[config.mk]
export PLATFORM = sky130hd
export DESIGN_NAME = spi_acq_top
export DESIGN_NICKNAME = d
export VERILOG_FILES = /design/src/spi_acq_pkg.sv /design/src/acq_ctrl_regs.sv /design/src/host_stream_fifo.sv /design/src/intan_cmd_seq.sv /design/src/mua_packer.sv /design/src/spi_acq_top.sv /design/src/spi_master_engine.sv
export SDC_FILE = /design/constraint.sdc
export NUM_CORES = 1
export LEC_CHECK = 0
export ABC_AREA = 0
export ABC_CLOCK_PERIOD_IN_PS = 3910
export BUFFER_PORTS_ARGS = -buffer_cell sky130_fd_sc_hd__buf_2
export CORE_AREA = 2 2 341 377
export DETAILED_ROUTE_END_ITERATION = 10
export DIE_AREA = 0 0 343 379
export PLACE_DENSITY = 0.62
export SETUP_SLACK_MARGIN = 0.4
export SKIP_CTS_REPAIR_TIMING = 1
export SYNTH_ARGS = -nofsm -noshare
export SYNTH_HDL_FRONTEND = slang
export SYNTH_SLANG_ARGS = --single-unit
[constraint.sdc]
create_clock -name bus_clk -period 3.91 [get_ports bus_clk]
set_input_delay 0.1955 -clock bus_clk [delete_from_list [all_inputs] [get_ports bus_clk]]
set_output_delay 0.1955 -clock bus_clk [all_outputs]
set_load 0.03 [all_outputs]
[src/spi_acq_pkg.sv]
`default_nettype none

package spi_acq_pkg;

  // Word widths
  localparam int CMD_W      = 16;
  localparam int CH_W       = 10;
  localparam int REG_ADDR_W = 5;
  localparam int REG_DATA_W = 16;
  localparam int HOST_W     = 32;

  // Host register map with settings low and status high
  localparam logic [REG_ADDR_W-1:0] REG_RUN       = 5'd0;
  localparam logic [REG_ADDR_W-1:0] REG_NUM_CH    = 5'd1;
  localparam logic [REG_ADDR_W-1:0] REG_FILTER_EN = 5'd2;
  localparam logic [REG_ADDR_W-1:0] REG_STATUS    = 5'd16;
  localparam logic [REG_ADDR_W-1:0] REG_FRAME_CNT = 5'd17;

  // Intan opcodes
  localparam logic [1:0] OP_CONVERT = 2'b00;
  localparam logic [1:0] OP_READ    = 2'b11;

  // Chip ID registers read at the tail of every frame
  localparam logic [5:0] CHIP_ID_REG0 = 6'd40;
  localparam logic [5:0] CHIP_ID_REG1 = 6'd41;

  // Idle clocks with CS high between transfers
  localparam int CS_GAP_CYCLES = 4;

  // One command word, seen as convert or as register access
  typedef union packed {
    struct packed {
      logic [1:0] opcode;
      logic [5:0] channel;
      logic [7:0] zero;
    } conv;
    struct packed {
      logic [1:0] opcode;
      logic [5:0] reg_addr;
      logic [7:0] data;
    } regv;
  } intan_cmd_u;

endpackage

`default_nettype wire

[src/acq_ctrl_regs.sv]
`timescale 1ns/1ps
`default_nettype none

module acq_ctrl_regs #(
  parameter int MAX_CH = 32
) (
  input  logic                              bus_clk,
  input  logic                              reset,
  input  logic                              reg_wren,
  input  logic                              reg_rden,
  input  logic [spi_acq_pkg::REG_ADDR_W-1:0] reg_addr,
  input  logic [spi_acq_pkg::REG_DATA_W-1:0] reg_wdata,
  input  logic                              running,
  input  logic [15:0]                       frame_count,
  input  logic                              overflow_pulse,
  output logic [spi_acq_pkg::REG_DATA_W-1:0] reg_rdata,
  output logic                              run,
  output logic [6:0]                        num_ch,
  output logic                              filter_en
);

  import spi_acq_pkg::*;

  logic                  overflow;
  logic [6:0]            num_ch_clamped;
  logic [REG_DATA_W-1:0] read_mux;

  // Keep channel count inside 1..MAX_CH
  always_comb begin
    if (reg_wdata == '0) begin
      num_ch_clamped = 7'd1;
    end else if (reg_wdata > REG_DATA_W'(MAX_CH)) begin
      num_ch_clamped = 7'(MAX_CH);
    end else begin
      num_ch_clamped = reg_wdata[6:0];
    end
  end

  always_ff @(posedge bus_clk) begin
    if (reset) begin
      run       <= 1'b0;
      num_ch    <= 7'(MAX_CH);
      filter_en <= 1'b0;
      overflow  <= 1'b0;
    end else begin
      if (overflow_pulse) begin
        overflow <= 1'b1;
      end
      if (reg_wren) begin
        case (reg_addr)
          REG_RUN: begin
            run      <= reg_wdata[0];
            overflow <= 1'b0;
          end
          REG_NUM_CH:    num_ch    <= num_ch_clamped;
          REG_FILTER_EN: filter_en <= reg_wdata[0];
          default: ;
        endcase
      end
    end
  end

  // Read mux over settings and status
  always_comb begin
    case (reg_addr)
      REG_RUN:       read_mux = REG_DATA_W'(run);
      REG_NUM_CH:    read_mux = REG_DATA_W'(num_ch);
      REG_FILTER_EN: read_mux = REG_DATA_W'(filter_en);
      REG_STATUS:    read_mux = REG_DATA_W'({overflow, running});
      REG_FRAME_CNT: read_mux = frame_count;
      default:       read_mux = '0;
    endcase
  end

  // Read data held until the next read strobe
  always_ff @(posedge bus_clk) begin
    if (reset) begin
      reg_rdata <= '0;
    end else if (reg_rden) begin
      reg_rdata <= read_mux;
    end
  end

endmodule

`default_nettype wire

[src/host_stream_fifo.sv]
`timescale 1ns/1ps
`default_nettype none

module host_stream_fifo #(
  parameter int FIFO_DEPTH = 16
) (
  input  logic                          bus_clk,
  input  logic                          reset,
  input  logic                          word_valid,
  input  logic [spi_acq_pkg::HOST_W-1:0] word_data,
  input  logic                          fifo_rden,
  output logic [spi_acq_pkg::HOST_W-1:0] fifo_data,
  output logic                          fifo_empty,
  output logic                          overflow_pulse
);

  import spi_acq_pkg::*;

  localparam int AW = (FIFO_DEPTH > 1) ? $clog2(FIFO_DEPTH) : 1;
  localparam int CW = $clog2(FIFO_DEPTH + 1);

  logic [HOST_W-1:0] mem [FIFO_DEPTH];
  logic [AW-1:0] wr_ptr;
  logic [AW-1:0] rd_ptr;
  logic [CW-1:0] count;
  logic          full;
  logic          wr_en;
  logic          rd_en;

  assign full       = (count == CW'(FIFO_DEPTH));
  assign fifo_empty = (count == '0);
  assign wr_en      = word_valid && !full;
  assign rd_en      = fifo_rden && !fifo_empty;

  // Head of queue shows without a read
  assign fifo_data = mem[rd_ptr];

  always_ff @(posedge bus_clk) begin
    if (reset) begin
      wr_ptr         <= '0;
      rd_ptr         <= '0;
      count          <= '0;
      overflow_pulse <= 1'b0;
    end else begin
      overflow_pulse <= word_valid && full;
      if (wr_en) begin
        wr_ptr <= (wr_ptr == AW'(FIFO_DEPTH - 1)) ? '0 : wr_ptr + AW'(1);
      end
      if (rd_en) begin
        rd_ptr <= (rd_ptr == AW'(FIFO_DEPTH - 1)) ? '0 : rd_ptr + AW'(1);
      end
      case ({wr_en, rd_en})
        2'b10:   count <= count + CW'(1);
        2'b01:   count <= count - CW'(1);
        default: ;
      endcase
    end
  end

  always_ff @(posedge bus_clk) begin
    if (wr_en) begin
      mem[wr_ptr] <= word_data;
    end
  end

  a_no_pop_empty: assert property (@(posedge bus_clk) disable iff (reset)
    fifo_rden |-> !fifo_empty)
    else $error("host popped the stream FIFO while it was empty");

endmodule

`default_nettype wire

[src/intan_cmd_seq.sv]
`timescale 1ns/1ps
`default_nettype none

module intan_cmd_seq #(
  parameter int MAX_CH = 32
) (
  input  logic                        bus_clk,
  input  logic                        reset,
  input  logic                        run,
  input  logic [6:0]                  num_ch,
  input  logic                        cmd_ready,
  output logic                        cmd_valid,
  output spi_acq_pkg::intan_cmd_u     cmd_word,
  output logic                        cmd_is_read,
  output logic [spi_acq_pkg::CH_W-1:0] cmd_channel,
  output logic                        running,
  output logic [15:0]                 frame_count
);

  import spi_acq_pkg::*;

  // Slots 0..n-1 convert, slot n and n+1 read the chip ID
  logic [6:0] n_q;
  logic [6:0] slot;
  logic       accept;
  logic       last_slot;

  assign accept    = cmd_valid && cmd_ready;
  assign last_slot = (slot == n_q + 7'd1);
  assign cmd_valid = running;

  always_ff @(posedge bus_clk) begin
    if (reset) begin
      running     <= 1'b0;
      n_q         <= 7'd1;
      slot        <= '0;
      frame_count <= '0;
    end else if (!running) begin
      if (run) begin
        running <= 1'b1;
        n_q     <= (num_ch > 7'(MAX_CH)) ? 7'(MAX_CH) : num_ch;
        slot    <= '0;
      end
    end else if (accept) begin
      if (last_slot) begin
        frame_count <= frame_count + 16'd1;
        slot        <= '0;
        // Stop only at a frame boundary
        if (run) begin
          n_q <= (num_ch > 7'(MAX_CH)) ? 7'(MAX_CH) : num_ch;
        end else begin
          running <= 1'b0;
        end
      end else begin
        slot <= slot + 7'd1;
      end
    end
  end

  // Word follows slot, which only moves on acceptance
  always_comb begin
    cmd_word = '0;
    if (slot < n_q) begin
      cmd_word.conv.opcode  = OP_CONVERT;
      cmd_word.conv.channel = slot[5:0];
      cmd_word.conv.zero    = '0;
    end else begin
      cmd_word.regv.opcode   = OP_READ;
      cmd_word.regv.reg_addr = (slot == n_q) ? CHIP_ID_REG0 : CHIP_ID_REG1;
      cmd_word.regv.data     = '0;
    end
  end

  assign cmd_is_read = (slot >= n_q);
  assign cmd_channel = CH_W'(slot);

  a_cmd_hold: assert property (@(posedge bus_clk) disable iff (reset)
    cmd_valid && !cmd_ready |=> cmd_valid && $stable(cmd_word))
    else $error("command word changed before it was accepted");

endmodule

`default_nettype wire

[src/mua_packer.sv]
`timescale 1ns/1ps
`default_nettype none

module mua_packer #(
  parameter int MAX_CH = 32
) (
  input  logic                          bus_clk,
  input  logic                          reset,
  input  logic                          running,
  input  logic                          filter_en,
  input  logic                          cmd_valid,
  input  logic                          cmd_ready,
  input  logic                          cmd_is_read,
  input  logic [spi_acq_pkg::CH_W-1:0]   cmd_channel,
  input  logic                          rx_valid,
  input  logic [spi_acq_pkg::CMD_W-1:0]  rx_word,
  output logic                          word_valid,
  output logic [spi_acq_pkg::HOST_W-1:0] word_data
);

  import spi_acq_pkg::*;

  localparam int IDX_W = (MAX_CH > 1) ? $clog2(MAX_CH) : 1;
  localparam int VAL_W = CMD_W + 1;

  logic              accept;
  logic              running_q;
  logic              start;
  logic              cur_read;
  logic [CH_W-1:0]   cur_ch;
  logic [1:0]        hist_read;
  logic [CH_W-1:0]   hist_ch0;
  logic [CH_W-1:0]   hist_ch1;
  logic [1:0]        fill;
  logic              s1_valid;
  logic [CH_W-1:0]   s1_ch;
  logic [CMD_W-1:0]  s1_sample;
  logic [CMD_W-1:0]  prev_mem [MAX_CH];
  logic [MAX_CH-1:0] prev_ok;
  logic [IDX_W-1:0]  idx;
  logic [CMD_W-1:0]  prev;
  logic [VAL_W-1:0]  value;

  assign accept = cmd_valid && cmd_ready;
  assign start  = running && !running_q;

  always_ff @(posedge bus_clk) begin
    if (reset) begin
      running_q  <= 1'b0;
      cur_read   <= 1'b1;
      hist_read  <= 2'b11;
      fill       <= '0;
      s1_valid   <= 1'b0;
      word_valid <= 1'b0;
      prev_ok    <= '0;
    end else begin
      running_q <= running;
      if (accept) begin
        cur_read <= cmd_is_read;
      end
      // Response k pairs with command k-2
      if (rx_valid) begin
        hist_read <= {hist_read[0], cur_read};
      end
      if (start) begin
        fill <= '0;
      end else if (rx_valid && fill != 2'd2) begin
        fill <= fill + 2'd1;
      end
      s1_valid   <= rx_valid && (fill == 2'd2) && !hist_read[1];
      word_valid <= s1_valid;
      if (start) begin
        prev_ok <= '0;
      end else if (s1_valid) begin
        prev_ok[idx] <= 1'b1;
      end
    end
  end

  // Channel tags and stage 1 payload
  always_ff @(posedge bus_clk) begin
    if (accept) begin
      cur_ch <= cmd_channel;
    end
    if (rx_valid) begin
      hist_ch0  <= cur_ch;
      hist_ch1  <= hist_ch0;
      s1_ch     <= hist_ch1;
      s1_sample <= rx_word;
    end
  end

  // Stage 2 takes the first difference against the channel's last sample
  assign idx   = s1_ch[IDX_W-1:0];
  assign prev  = prev_ok[idx] ? prev_mem[idx] : '0;
  assign value = filter_en ? ({1'b0, s1_sample} - {1'b0, prev}) : {1'b0, s1_sample};

  always_ff @(posedge bus_clk) begin
    if (s1_valid) begin
      prev_mem[idx] <= s1_sample;
      word_data     <= {5'b0, s1_ch, value};
    end
  end

endmodule

`default_nettype wire

[src/spi_acq_top.sv]
`timescale 1ns/1ps
`default_nettype none

module spi_acq_top #(
  parameter int MAX_CH     = 32,
  parameter int SCLK_DIV   = 2,
  parameter int FIFO_DEPTH = 16
) (
  input  logic                              bus_clk,
  input  logic                              reset,
  input  logic                              reg_wren,
  input  logic                              reg_rden,
  input  logic [spi_acq_pkg::REG_ADDR_W-1:0] reg_addr,
  input  logic [spi_acq_pkg::REG_DATA_W-1:0] reg_wdata,
  output logic [spi_acq_pkg::REG_DATA_W-1:0] reg_rdata,
  input  logic                              fifo_rden,
  output logic [spi_acq_pkg::HOST_W-1:0]     fifo_data,
  output logic                              fifo_empty,
  output logic                              sclk,
  output logic                              cs,
  output logic                              mosi,
  input  logic                              miso
);

  import spi_acq_pkg::*;

  logic              run;
  logic [6:0]        num_ch;
  logic              filter_en;
  logic              running;
  logic [15:0]       frame_count;
  logic              overflow_pulse;
  logic              cmd_valid;
  logic              cmd_ready;
  intan_cmd_u        cmd_word;
  logic              cmd_is_read;
  logic [CH_W-1:0]   cmd_channel;
  logic              rx_valid;
  logic [CMD_W-1:0]  rx_word;
  logic              word_valid;
  logic [HOST_W-1:0] word_data;

  acq_ctrl_regs #(.MAX_CH(MAX_CH)) u_regs (
    .bus_clk(bus_clk), .reset(reset),
    .reg_wren(reg_wren), .reg_rden(reg_rden), .reg_addr(reg_addr),
    .reg_wdata(reg_wdata), .running(running), .frame_count(frame_count),
    .overflow_pulse(overflow_pulse), .reg_rdata(reg_rdata),
    .run(run), .num_ch(num_ch), .filter_en(filter_en)
  );

  intan_cmd_seq #(.MAX_CH(MAX_CH)) u_seq (
    .bus_clk(bus_clk), .reset(reset), .run(run), .num_ch(num_ch),
    .cmd_ready(cmd_ready), .cmd_valid(cmd_valid), .cmd_word(cmd_word),
    .cmd_is_read(cmd_is_read), .cmd_channel(cmd_channel),
    .running(running), .frame_count(frame_count)
  );

  spi_master_engine #(.SCLK_DIV(SCLK_DIV)) u_engine (
    .bus_clk(bus_clk), .reset(reset), .cmd_valid(cmd_valid),
    .cmd_word(cmd_word), .miso(miso), .cmd_ready(cmd_ready),
    .sclk(sclk), .cs(cs), .mosi(mosi),
    .rx_valid(rx_valid), .rx_word(rx_word)
  );

  // Tags are taken from the command handshake itself
  mua_packer #(.MAX_CH(MAX_CH)) u_packer (
    .bus_clk(bus_clk), .reset(reset), .running(running),
    .filter_en(filter_en), .cmd_valid(cmd_valid), .cmd_ready(cmd_ready),
    .cmd_is_read(cmd_is_read), .cmd_channel(cmd_channel),
    .rx_valid(rx_valid), .rx_word(rx_word),
    .word_valid(word_valid), .word_data(word_data)
  );

  host_stream_fifo #(.FIFO_DEPTH(FIFO_DEPTH)) u_fifo (
    .bus_clk(bus_clk), .reset(reset), .word_valid(word_valid),
    .word_data(word_data), .fifo_rden(fifo_rden), .fifo_data(fifo_data),
    .fifo_empty(fifo_empty), .overflow_pulse(overflow_pulse)
  );

endmodule

`default_nettype wire

[src/spi_master_engine.sv]
`timescale 1ns/1ps
`default_nettype none

module spi_master_engine #(
  parameter int SCLK_DIV = 2
) (
  input  logic                         bus_clk,
  input  logic                         reset,
  input  logic                         cmd_valid,
  input  logic [spi_acq_pkg::CMD_W-1:0] cmd_word,
  input  logic                         miso,
  output logic                         cmd_ready,
  output logic                         sclk,
  output logic                         cs,
  output logic                         mosi,
  output logic                         rx_valid,
  output logic [spi_acq_pkg::CMD_W-1:0] rx_word
);

  import spi_acq_pkg::*;

  localparam int DIV_W = (SCLK_DIV > 1) ? $clog2(SCLK_DIV) : 1;
  localparam int GAP_W = (CS_GAP_CYCLES > 1) ? $clog2(CS_GAP_CYCLES) : 1;

  typedef enum logic [1:0] {
    IDLE,
    SHIFT,
    GAP
  } state_t;

  state_t           state;
  logic [DIV_W-1:0] div_cnt;
  logic [3:0]       bit_cnt;
  logic [GAP_W-1:0] gap_cnt;
  logic [CMD_W-1:0] tx_shift;
  logic [CMD_W-1:0] rx_shift;
  logic             tick;
  logic             accept;

  // Half SCLK period done
  assign tick = (state == SHIFT) && (div_cnt == DIV_W'(SCLK_DIV - 1));

  // Ready in the last gap cycle so CS stays high exactly the gap length
  assign cmd_ready = (state == IDLE) ||
                     ((state == GAP) && (gap_cnt == GAP_W'(CS_GAP_CYCLES - 1)));
  assign accept    = cmd_valid && cmd_ready;

  assign mosi    = tx_shift[CMD_W-1];
  assign rx_word = rx_shift;

  always_ff @(posedge bus_clk) begin
    if (reset) begin
      state    <= IDLE;
      cs       <= 1'b1;
      sclk     <= 1'b0;
      div_cnt  <= '0;
      bit_cnt  <= '0;
      gap_cnt  <= '0;
      rx_valid <= 1'b0;
    end else begin
      rx_valid <= 1'b0;
      if (accept) begin
        state   <= SHIFT;
        cs      <= 1'b0;
        div_cnt <= '0;
        bit_cnt <= '0;
      end else begin
        case (state)
          SHIFT: begin
            if (tick) begin
              div_cnt <= '0;
              sclk    <= ~sclk;
              // Falling edge closes a bit
              if (sclk) begin
                if (bit_cnt == 4'(CMD_W - 1)) begin
                  state    <= GAP;
                  cs       <= 1'b1;
                  rx_valid <= 1'b1;
                  gap_cnt  <= '0;
                end else begin
                  bit_cnt <= bit_cnt + 4'd1;
                end
              end
            end else begin
              div_cnt <= div_cnt + DIV_W'(1);
            end
          end
          GAP: begin
            if (gap_cnt == GAP_W'(CS_GAP_CYCLES - 1)) begin
              state <= IDLE;
            end else begin
              gap_cnt <= gap_cnt + GAP_W'(1);
            end
          end
          default: ;
        endcase
      end
    end
  end

  // MOSI moves on falling SCLK, MISO captured on rising SCLK
  always_ff @(posedge bus_clk) begin
    if (accept) begin
      tx_shift <= cmd_word;
    end else if (tick && sclk) begin
      tx_shift <= {tx_shift[CMD_W-2:0], 1'b0};
    end
    if (tick && !sclk) begin
      rx_shift <= {rx_shift[CMD_W-2:0], miso};
    end
  end

  a_cs_sclk: assert property (@(posedge bus_clk) disable iff (reset) cs |-> !sclk)
    else $error("SCLK toggled while CS was high");

endmodule

`default_nettype wire

==> results.cfg, run 1 <==
[sta]
max_freq_mhz = 262
slew_headroom = 0.152
final_max_slew_viol_count = 0
grt_setup_unrepaired = yes
final.setup_skew_ns = 0.0450
hold_violations = 0
post-route-min-period_ns = 3.81
finalHoldWorstSlack_ns = 0.00957
number_of_setup_violations_in_the_final_report = 0
timing.final.crit_share = 0.975
tightestPinTransition_ns = 1.27

[placed_design]
place.detailed.hpwl_mm = 59.6
globalplace.congestion = 0.815
io_buffers = 70
place.detailed.instances = 4011

[synth]
yosys_warnings = 0
postSynthCellCount = 2228
netlist_area_um2 = 43800
synth.lib_cells_used.distinct = 68
synth.area.top_cells = sky130_fd_sc_hd__edfxtp_1 68%, sky130_fd_sc_hd__mux4_2 15%, sky130_fd_sc_hd__dfxtp_1 6.0%
post-synth-top-area-fraction = 0.677
synthArstFlopShare = 0
synth_enable_flop_cells = 988
synthDominantAreaCellType = sky130_fd_sc_hd__edfxtp_1
synthFlopType = sky130_fd_sc_hd__edfxtp_1
synth_seq_cells = 1120
synth.yosys.seq_area_share = 0.738
avgSynthCellArea_um2 = 19.7

[cts]
clk-insertion-delay-late_ns = 0.71
clock_path_buffers = 3
tritoncts = built
clk_transition_reported_paths_ns = 0.06
tritoncts_num_sinks = 1120
cts-root-buf = sky130_fd_sc_hd__clkbuf_16
cts.htree.levels = 3
tritoncts.num_buffers = 110

[detailed_routing]
wire_per_inst_um = 23.8
finalWirelength_mm = 101
first_pass_iters = 5
detailroute.via_count = 22300
dr.first_iter.drc_count = 2141
post-route-drc-count = 0
avgViaCountPerCell = 5.24
drtAntennaViolNets = 0

[worst_hold_path]
hold_class = in -> reg

[worst_setup_path]
path_max_fanout = 7
cp.arrival_ns = 4.26
path_class = reg -> reg
crit_path_start_kind = flop
worstSetupEndpointType = flop
critical_path_data_required_time_ns = 4.36

[grt]
grt_antenna_before_repair = 1
grt_start_max_net_pins = 58
track_usage = 0.152
grt_pass1_wl_mm = 147
grt-ovfl-total = 0
grt_pass1_vias = 22800

[floorplanning]
floorplan.die.height_um = 379
die_w_um = 343
floorplan.initialDensity = 0.347
core_region_area_um2 = 126000
die-area_um2 = 130000
floorplan.rows = 137
pin_count = 79

[cells_and_area]
layout_common_cells = 988 x sky130_fd_sc_hd__edfxtp_1, 288 x sky130_fd_sc_hd__mux4_2, 140 x sky130_fd_sc_hd__buf_4, 124 x sky130_fd_sc_hd__dfxtp_1, 118 x sky130_fd_sc_hd__clkbuf_16
post_layout_nonfiller_instances = 4255
fillCellCount = 11000
diodes = 0
post_route_cells_drive_above_1_share = 0.331
finalNetCount = 2570
layout.cells.most_common = sky130_fd_sc_hd__edfxtp_1
flow.area_growth_from_synthesis_pct = 18.3
finish.utilization = 0.411

[flow_run]
cap_violations = 0

[power]
leakagePower_nw = 16.5
power_density_nw_per_um2 = 448
irDropWorstVdd_v = 0.000395

[outcome]
status = complete, no violations
[area by class of cell]
type,count,area (µm²),area share
repair buffers,268,2330,0.0451
well taps,1668,2090,0.0403
flip-flops and latches,1120,32300,0.624
clock inverters,65,626,0.0121
multi-input cells,960,11400,0.220
clock buffers,135,2880,0.0555
inverters,39,146,0.00283
[flip-flops by register name, summed over array words and instances (netlist names), 8 cells and up, named ones only]
name / cells
u_engine.rx_word: 16
u_packer.s1_sample: 16
u_engine.tx_shift: 8
u_packer.word_data: 24
u_packer.prev_mem: 512
u_packer.prev_ok: 32
u_seq.frame_count: 16
u_regs.reg_rdata: 16
u_fifo.mem: 384
[power by group]
group | internal [mW] | switching (mW) | total, mW
Clock | 5.83 | 4.44 | 10.3
Sequential | 12.8 | 0.00334 | 12.8
Combinational | 0.0387 | 0.0711 | 0.110
[path summary, 6_finish.rpt]
kind | slack (ns) | endpoint | startpoint | cells past startpoint
worst max-delay path | 0.1 | u_packer.word_data[15]$_DFFE_PP_ | flop | 14
worst min-delay path | 0.01 | u_regs.reg_rdata[5]$_SDFFE_PP0P_ | reg_rden | 4
worst max register to register | 0.1 | u_packer.word_data[15]$_DFFE_PP_ | flop | 14
worst min register to register | 0.42 | u_packer.hist_ch1[4]$_DFFE_PP_ | u_packer.hist_ch0[4]$_DFFE_PP_ | 0
[routing by layer]
layer / GRT usage / share of wire / up-vias
li1: - / - / 9571
met1: 0.197 / 0.41 / 11900
met2: 0.267 / 0.52 / 715
met3: 0.0203 / 0.055 / 149
met4: 0.0415 / 0.022 / 0
met5: 0 / 0 / -
[metrics by stage]
step	worst slack, ns	power, mW	cell area (µm²)	TNS [ns]
floorplan	0.149	13.1	44100	0
global placement	-0.186	13.2	47300	-0.244
detailed placement	-0.221	13.2	47300	-0.339
CTS	-0.234	23.4	50800	-0.415
global route	-0.00183	23.9	51800	-0.00183
finish	0.0984	23.2	51800	0
[cell usage after synthesis (all sizes together) (18+ instances only)]
library cell,n
dfxtp,132
edfxtp,988
mux2,40
xnor2,18
nand3,28
nor2,123
nor2b,33
a21oi,68
clkbuf,74
mux4,288
buf,42
nand2,68
inv,39
ha,42
o21a,36
nor3,23
[cells by family (layout without fill, tap and decap cells)]
family,Yosys count,in the layout,share of synthesized area
AOI/OAI and AO/OA,185,185,0.0276
and+or+nand+nor,355,355,0.0395
adders and majority gates,44,44,0.0129
xor gates and xnor gates,30,30,0.00600
DFF,1120,1120,0.738
other,1,8,0.0000856
buffers and inverters,155,507,0.0155
muxes,338,338,0.161
[worst max-delay path, cell delays in order (launching register included)]
cell and delay (ns):
sky130_fd_sc_hd__dfxtp_4 0.39, sky130_fd_sc_hd__buf_6 0.14, sky130_fd_sc_hd__buf_16 0.15, sky130_fd_sc_hd__buf_16 0.14, sky130_fd_sc_hd__mux4_2 0.51, sky130_fd_sc_hd__mux4_2 0.53
sky130_fd_sc_hd__mux2_4 0.30, sky130_fd_sc_hd__nand2_4 0.06, sky130_fd_sc_hd__ha_4 0.13, sky130_fd_sc_hd__o21a_1 0.18, sky130_fd_sc_hd__o31ai_4 0.10, sky130_fd_sc_hd__a211oi_2 0.30
sky130_fd_sc_hd__nor2_2 0.07, sky130_fd_sc_hd__o2111a_1 0.24, sky130_fd_sc_hd__or3_1 0.30
Power figures use the tool's default switching activity.
==> run 2, diff against run 1 <==
ABC_CLOCK_PERIOD_IN_PS = default   (was 3910)
CAP_MARGIN = 30   (was default)
RECOVER_POWER = 50   (was default)
==> run 2 against run 1 <==
  * The run now ends with capacitance limit, slew limit, setup timing left
  * Critical path depth did not move
  * Cell count rose by 0.35%
  * Clock skew fell by 0.017 ns
  * Sequential cell count did not move
  * Non-clock buffer count rose by 8
  * Clock power barely moved
  * Global-route usage rose by 0.082 points
  * Hold slack improved by 0.033 ns
  * Largest cell class unchanged
==> results.cfg, run 2 (synthesis gave the netlist of run 1 again) <==
[outcome]
status = complete, but fails checks
violations = capacitance limit, slew limit, setup timing

[detailed_routing]
dr.first_iter.drc_count = 2153
drtAntennaViolNets = 0
wire_per_inst_um = 23.7
avgViaCountPerCell = 5.22
detailroute.via_count = 22300
first_pass_iters = 7
post-route-drc-count = 0
finalWirelength_mm = 101

[floorplanning]
pin_count = 79
floorplan.die.height_um = 379
core_region_area_um2 = 126000
floorplan.rows = 137
die-area_um2 = 130000
floorplan.initialDensity = 0.347
die_w_um = 343

[sta]
max_freq_mhz = 254
hold_violations = 0
final.setup_skew_ns = 0.0276
slew_headroom = -0.201
grt_setup_unrepaired = yes
post-route-min-period_ns = 3.94
timing.setup.tns_ns = -0.0444
final_max_slew_viol_count = 140
tightestPinTransition_ns = 1.80
minimum_setup_slack_in_the_final_design_ns = -0.0253
timing.final.crit_share = 1.01
number_of_setup_violations_in_the_final_report = 2

[worst_hold_path]
min-delay-start = reg_addr[0]
min_path_cells = 5
min_to = u_regs.filter_en$_SDFFE_PP0P_
hold_class = in -> reg

[grt]
grt_antenna_before_repair = 1
grt_pass1_wl_mm = 148
grt-ovfl-total = 0
track_usage = 0.153
grt_start_max_net_pins = 58
grt_pass1_vias = 22900

[cts]
tritoncts_num_sinks = 1120
clk-insertion-delay-late_ns = 0.70
tritoncts = built
tritoncts.num_buffers = 110
cts-root-buf = sky130_fd_sc_hd__clkbuf_16
clock_path_buffers = 3
clk_transition_reported_paths_ns = 0.06
cts.htree.levels = 3

[power]
total_internal_power_mw = 18.7
power_density_nw_per_um2 = 447
part_of_the_power_in_combinational_logic = 0.005
power.sequential.fraction = 0.552
switching_share = 0.197
leakagePower_nw = 16.6
switchingPower_mw = 4.58
power.share.clock = 0.443
irDropWorstVdd_v = 0.000378

[cells_and_area]
finalNetCount = 2578
layout_common_cells = 988 x sky130_fd_sc_hd__edfxtp_1, 288 x sky130_fd_sc_hd__mux4_2, 138 x sky130_fd_sc_hd__buf_4, 124 x sky130_fd_sc_hd__dfxtp_1, 115 x sky130_fd_sc_hd__clkbuf_16
layout.cells.most_common = sky130_fd_sc_hd__edfxtp_1
largest_reg_flops = 512
finish.utilization = 0.412
post_route_cells_drive_above_1_share = 0.331
flow.area_growth_from_synthesis_pct = 18.7
largest-register = u_packer.prev_mem
top_regs = u_packer.prev_mem x512, u_fifo.mem x384, u_packer.prev_ok x32

[placed_design]
placement_stage_worst_setup_slack_ns = -0.222
globalplace.congestion = 0.815
place.detailed.hpwl_mm = 59.7
io_buffers = 70

[worst_setup_path]
path_class = reg -> reg
crit_path_start_kind = flop
worst-r2r-cell-count = 14
worstSetupEndpointType = flop
cp.arrival_ns = 4.37
critical_path_data_required_time_ns = 4.35
r2r_slack_ns = -0.03
regToRegEndpoint = u_packer.word_data[10]$_DFFE_PP_
path_max_fanout = 6

[flow_run]
cap_violations = 4
[run 2: cell types whose count changed in the layout (fill, tap and decap cells not counted), moves of 4 or more]
cell                       change
sky130_fd_sc_hd__mux2_2        -4
sky130_fd_sc_hd__mux2_4        +4
sky130_fd_sc_hd__buf_12        +7
sky130_fd_sc_hd__buf_6         -4
sky130_fd_sc_hd__clkinv_4      +5
sky130_fd_sc_hd__clkbuf_1      +6
[run 2: worst max path at each step]
stage,from,endpoint,slack (ns)
3_3_place_gp,u_packer.s1_ch[0]$_DFFE_PP_,u_packer.word_data[7]$_DFFE_PP_,-0.19
6_report,flop,u_packer.word_data[10]$_DFFE_PP_,-0.03
4_1_cts,u_packer.s1_ch[0]$_DFFE_PP_,u_packer.word_data[7]$_DFFE_PP_,-0.23
3_5_place_dp,u_packer.s1_ch[0]$_DFFE_PP_,u_packer.word_data[7]$_DFFE_PP_,-0.22
5_1_grt,flop,u_packer.word_data[12]$_DFFE_PP_,-0.1
2_1_floorplan,u_packer.s1_ch[0]$_DFFE_PP_,u_packer.word_data[12]$_DFFE_PP_,0.15
[run 2: per-stage QoR]
stage	power (mW)	hold slack [ns]	std cells	cell area (µm²)
2_1_floorplan	13.1	0.279	2235	44100
3_3_place_gp	13.2	0.404	4011	47300
3_5_place_dp	13.2	0.407	4014	47400
4_1_cts	23.4	-0.250	4220	51000
5_1_grt	23.9	0.0919	4269	52000
6_report	23.2	0.0426	4270	52000
[run 2: critical path, stage by stage (launching register included)]
cell and delay [ns]:
sky130_fd_sc_hd__dfxtp_4 0.46, sky130_fd_sc_hd__buf_16 0.16, sky130_fd_sc_hd__buf_12 0.14, sky130_fd_sc_hd__mux4_2 0.49, sky130_fd_sc_hd__mux4_2 0.52, sky130_fd_sc_hd__mux2_4 0.31, sky130_fd_sc_hd__nand2_4 0.08, sky130_fd_sc_hd__ha_4 0.20
sky130_fd_sc_hd__a21o_1 0.24, sky130_fd_sc_hd__a221oi_4 0.35, sky130_fd_sc_hd__o21ai_4 0.12, sky130_fd_sc_hd__buf_6 0.13, sky130_fd_sc_hd__a21oi_4 0.13, sky130_fd_sc_hd__xnor2_2 0.08, sky130_fd_sc_hd__mux2_4 0.25
[run 2: power groups by stage]
stage	Combinational, mW	Sequential (mW)	Clock [mW]
floorplan	0.0711	13.1	0
global placement	0.0937	13.1	0
detailed placement	0.0978	13.1	0
CTS	0.0980	12.8	10.5
global route	0.124	12.8	11.0
finish	0.113	12.8	10.3
[run 2: cell type report]
| cell class | instances | area [µm²] |
|---|---|---|
| antenna | 1 | 2.50 |
| clock buffer | 130 | 2830 |
| clock inverter | 76 | 711 |
| fill | 11000 | 74200 |
| inverter | 39 | 146 |
| multi-input combinational | 960 | 11400 |
| sequential | 1120 | 32300 |
| tap | 1668 | 2090 |
| timing repair buffer | 276 | 2440 |
[run 2: layer usage]
layer / global-route usage / routed length, µm
met1: 0.196 / 40900
met2: 0.267 / 52200
met3: 0.0214 / 5660
met4: 0.0485 / 2670
met5: 0 / 0
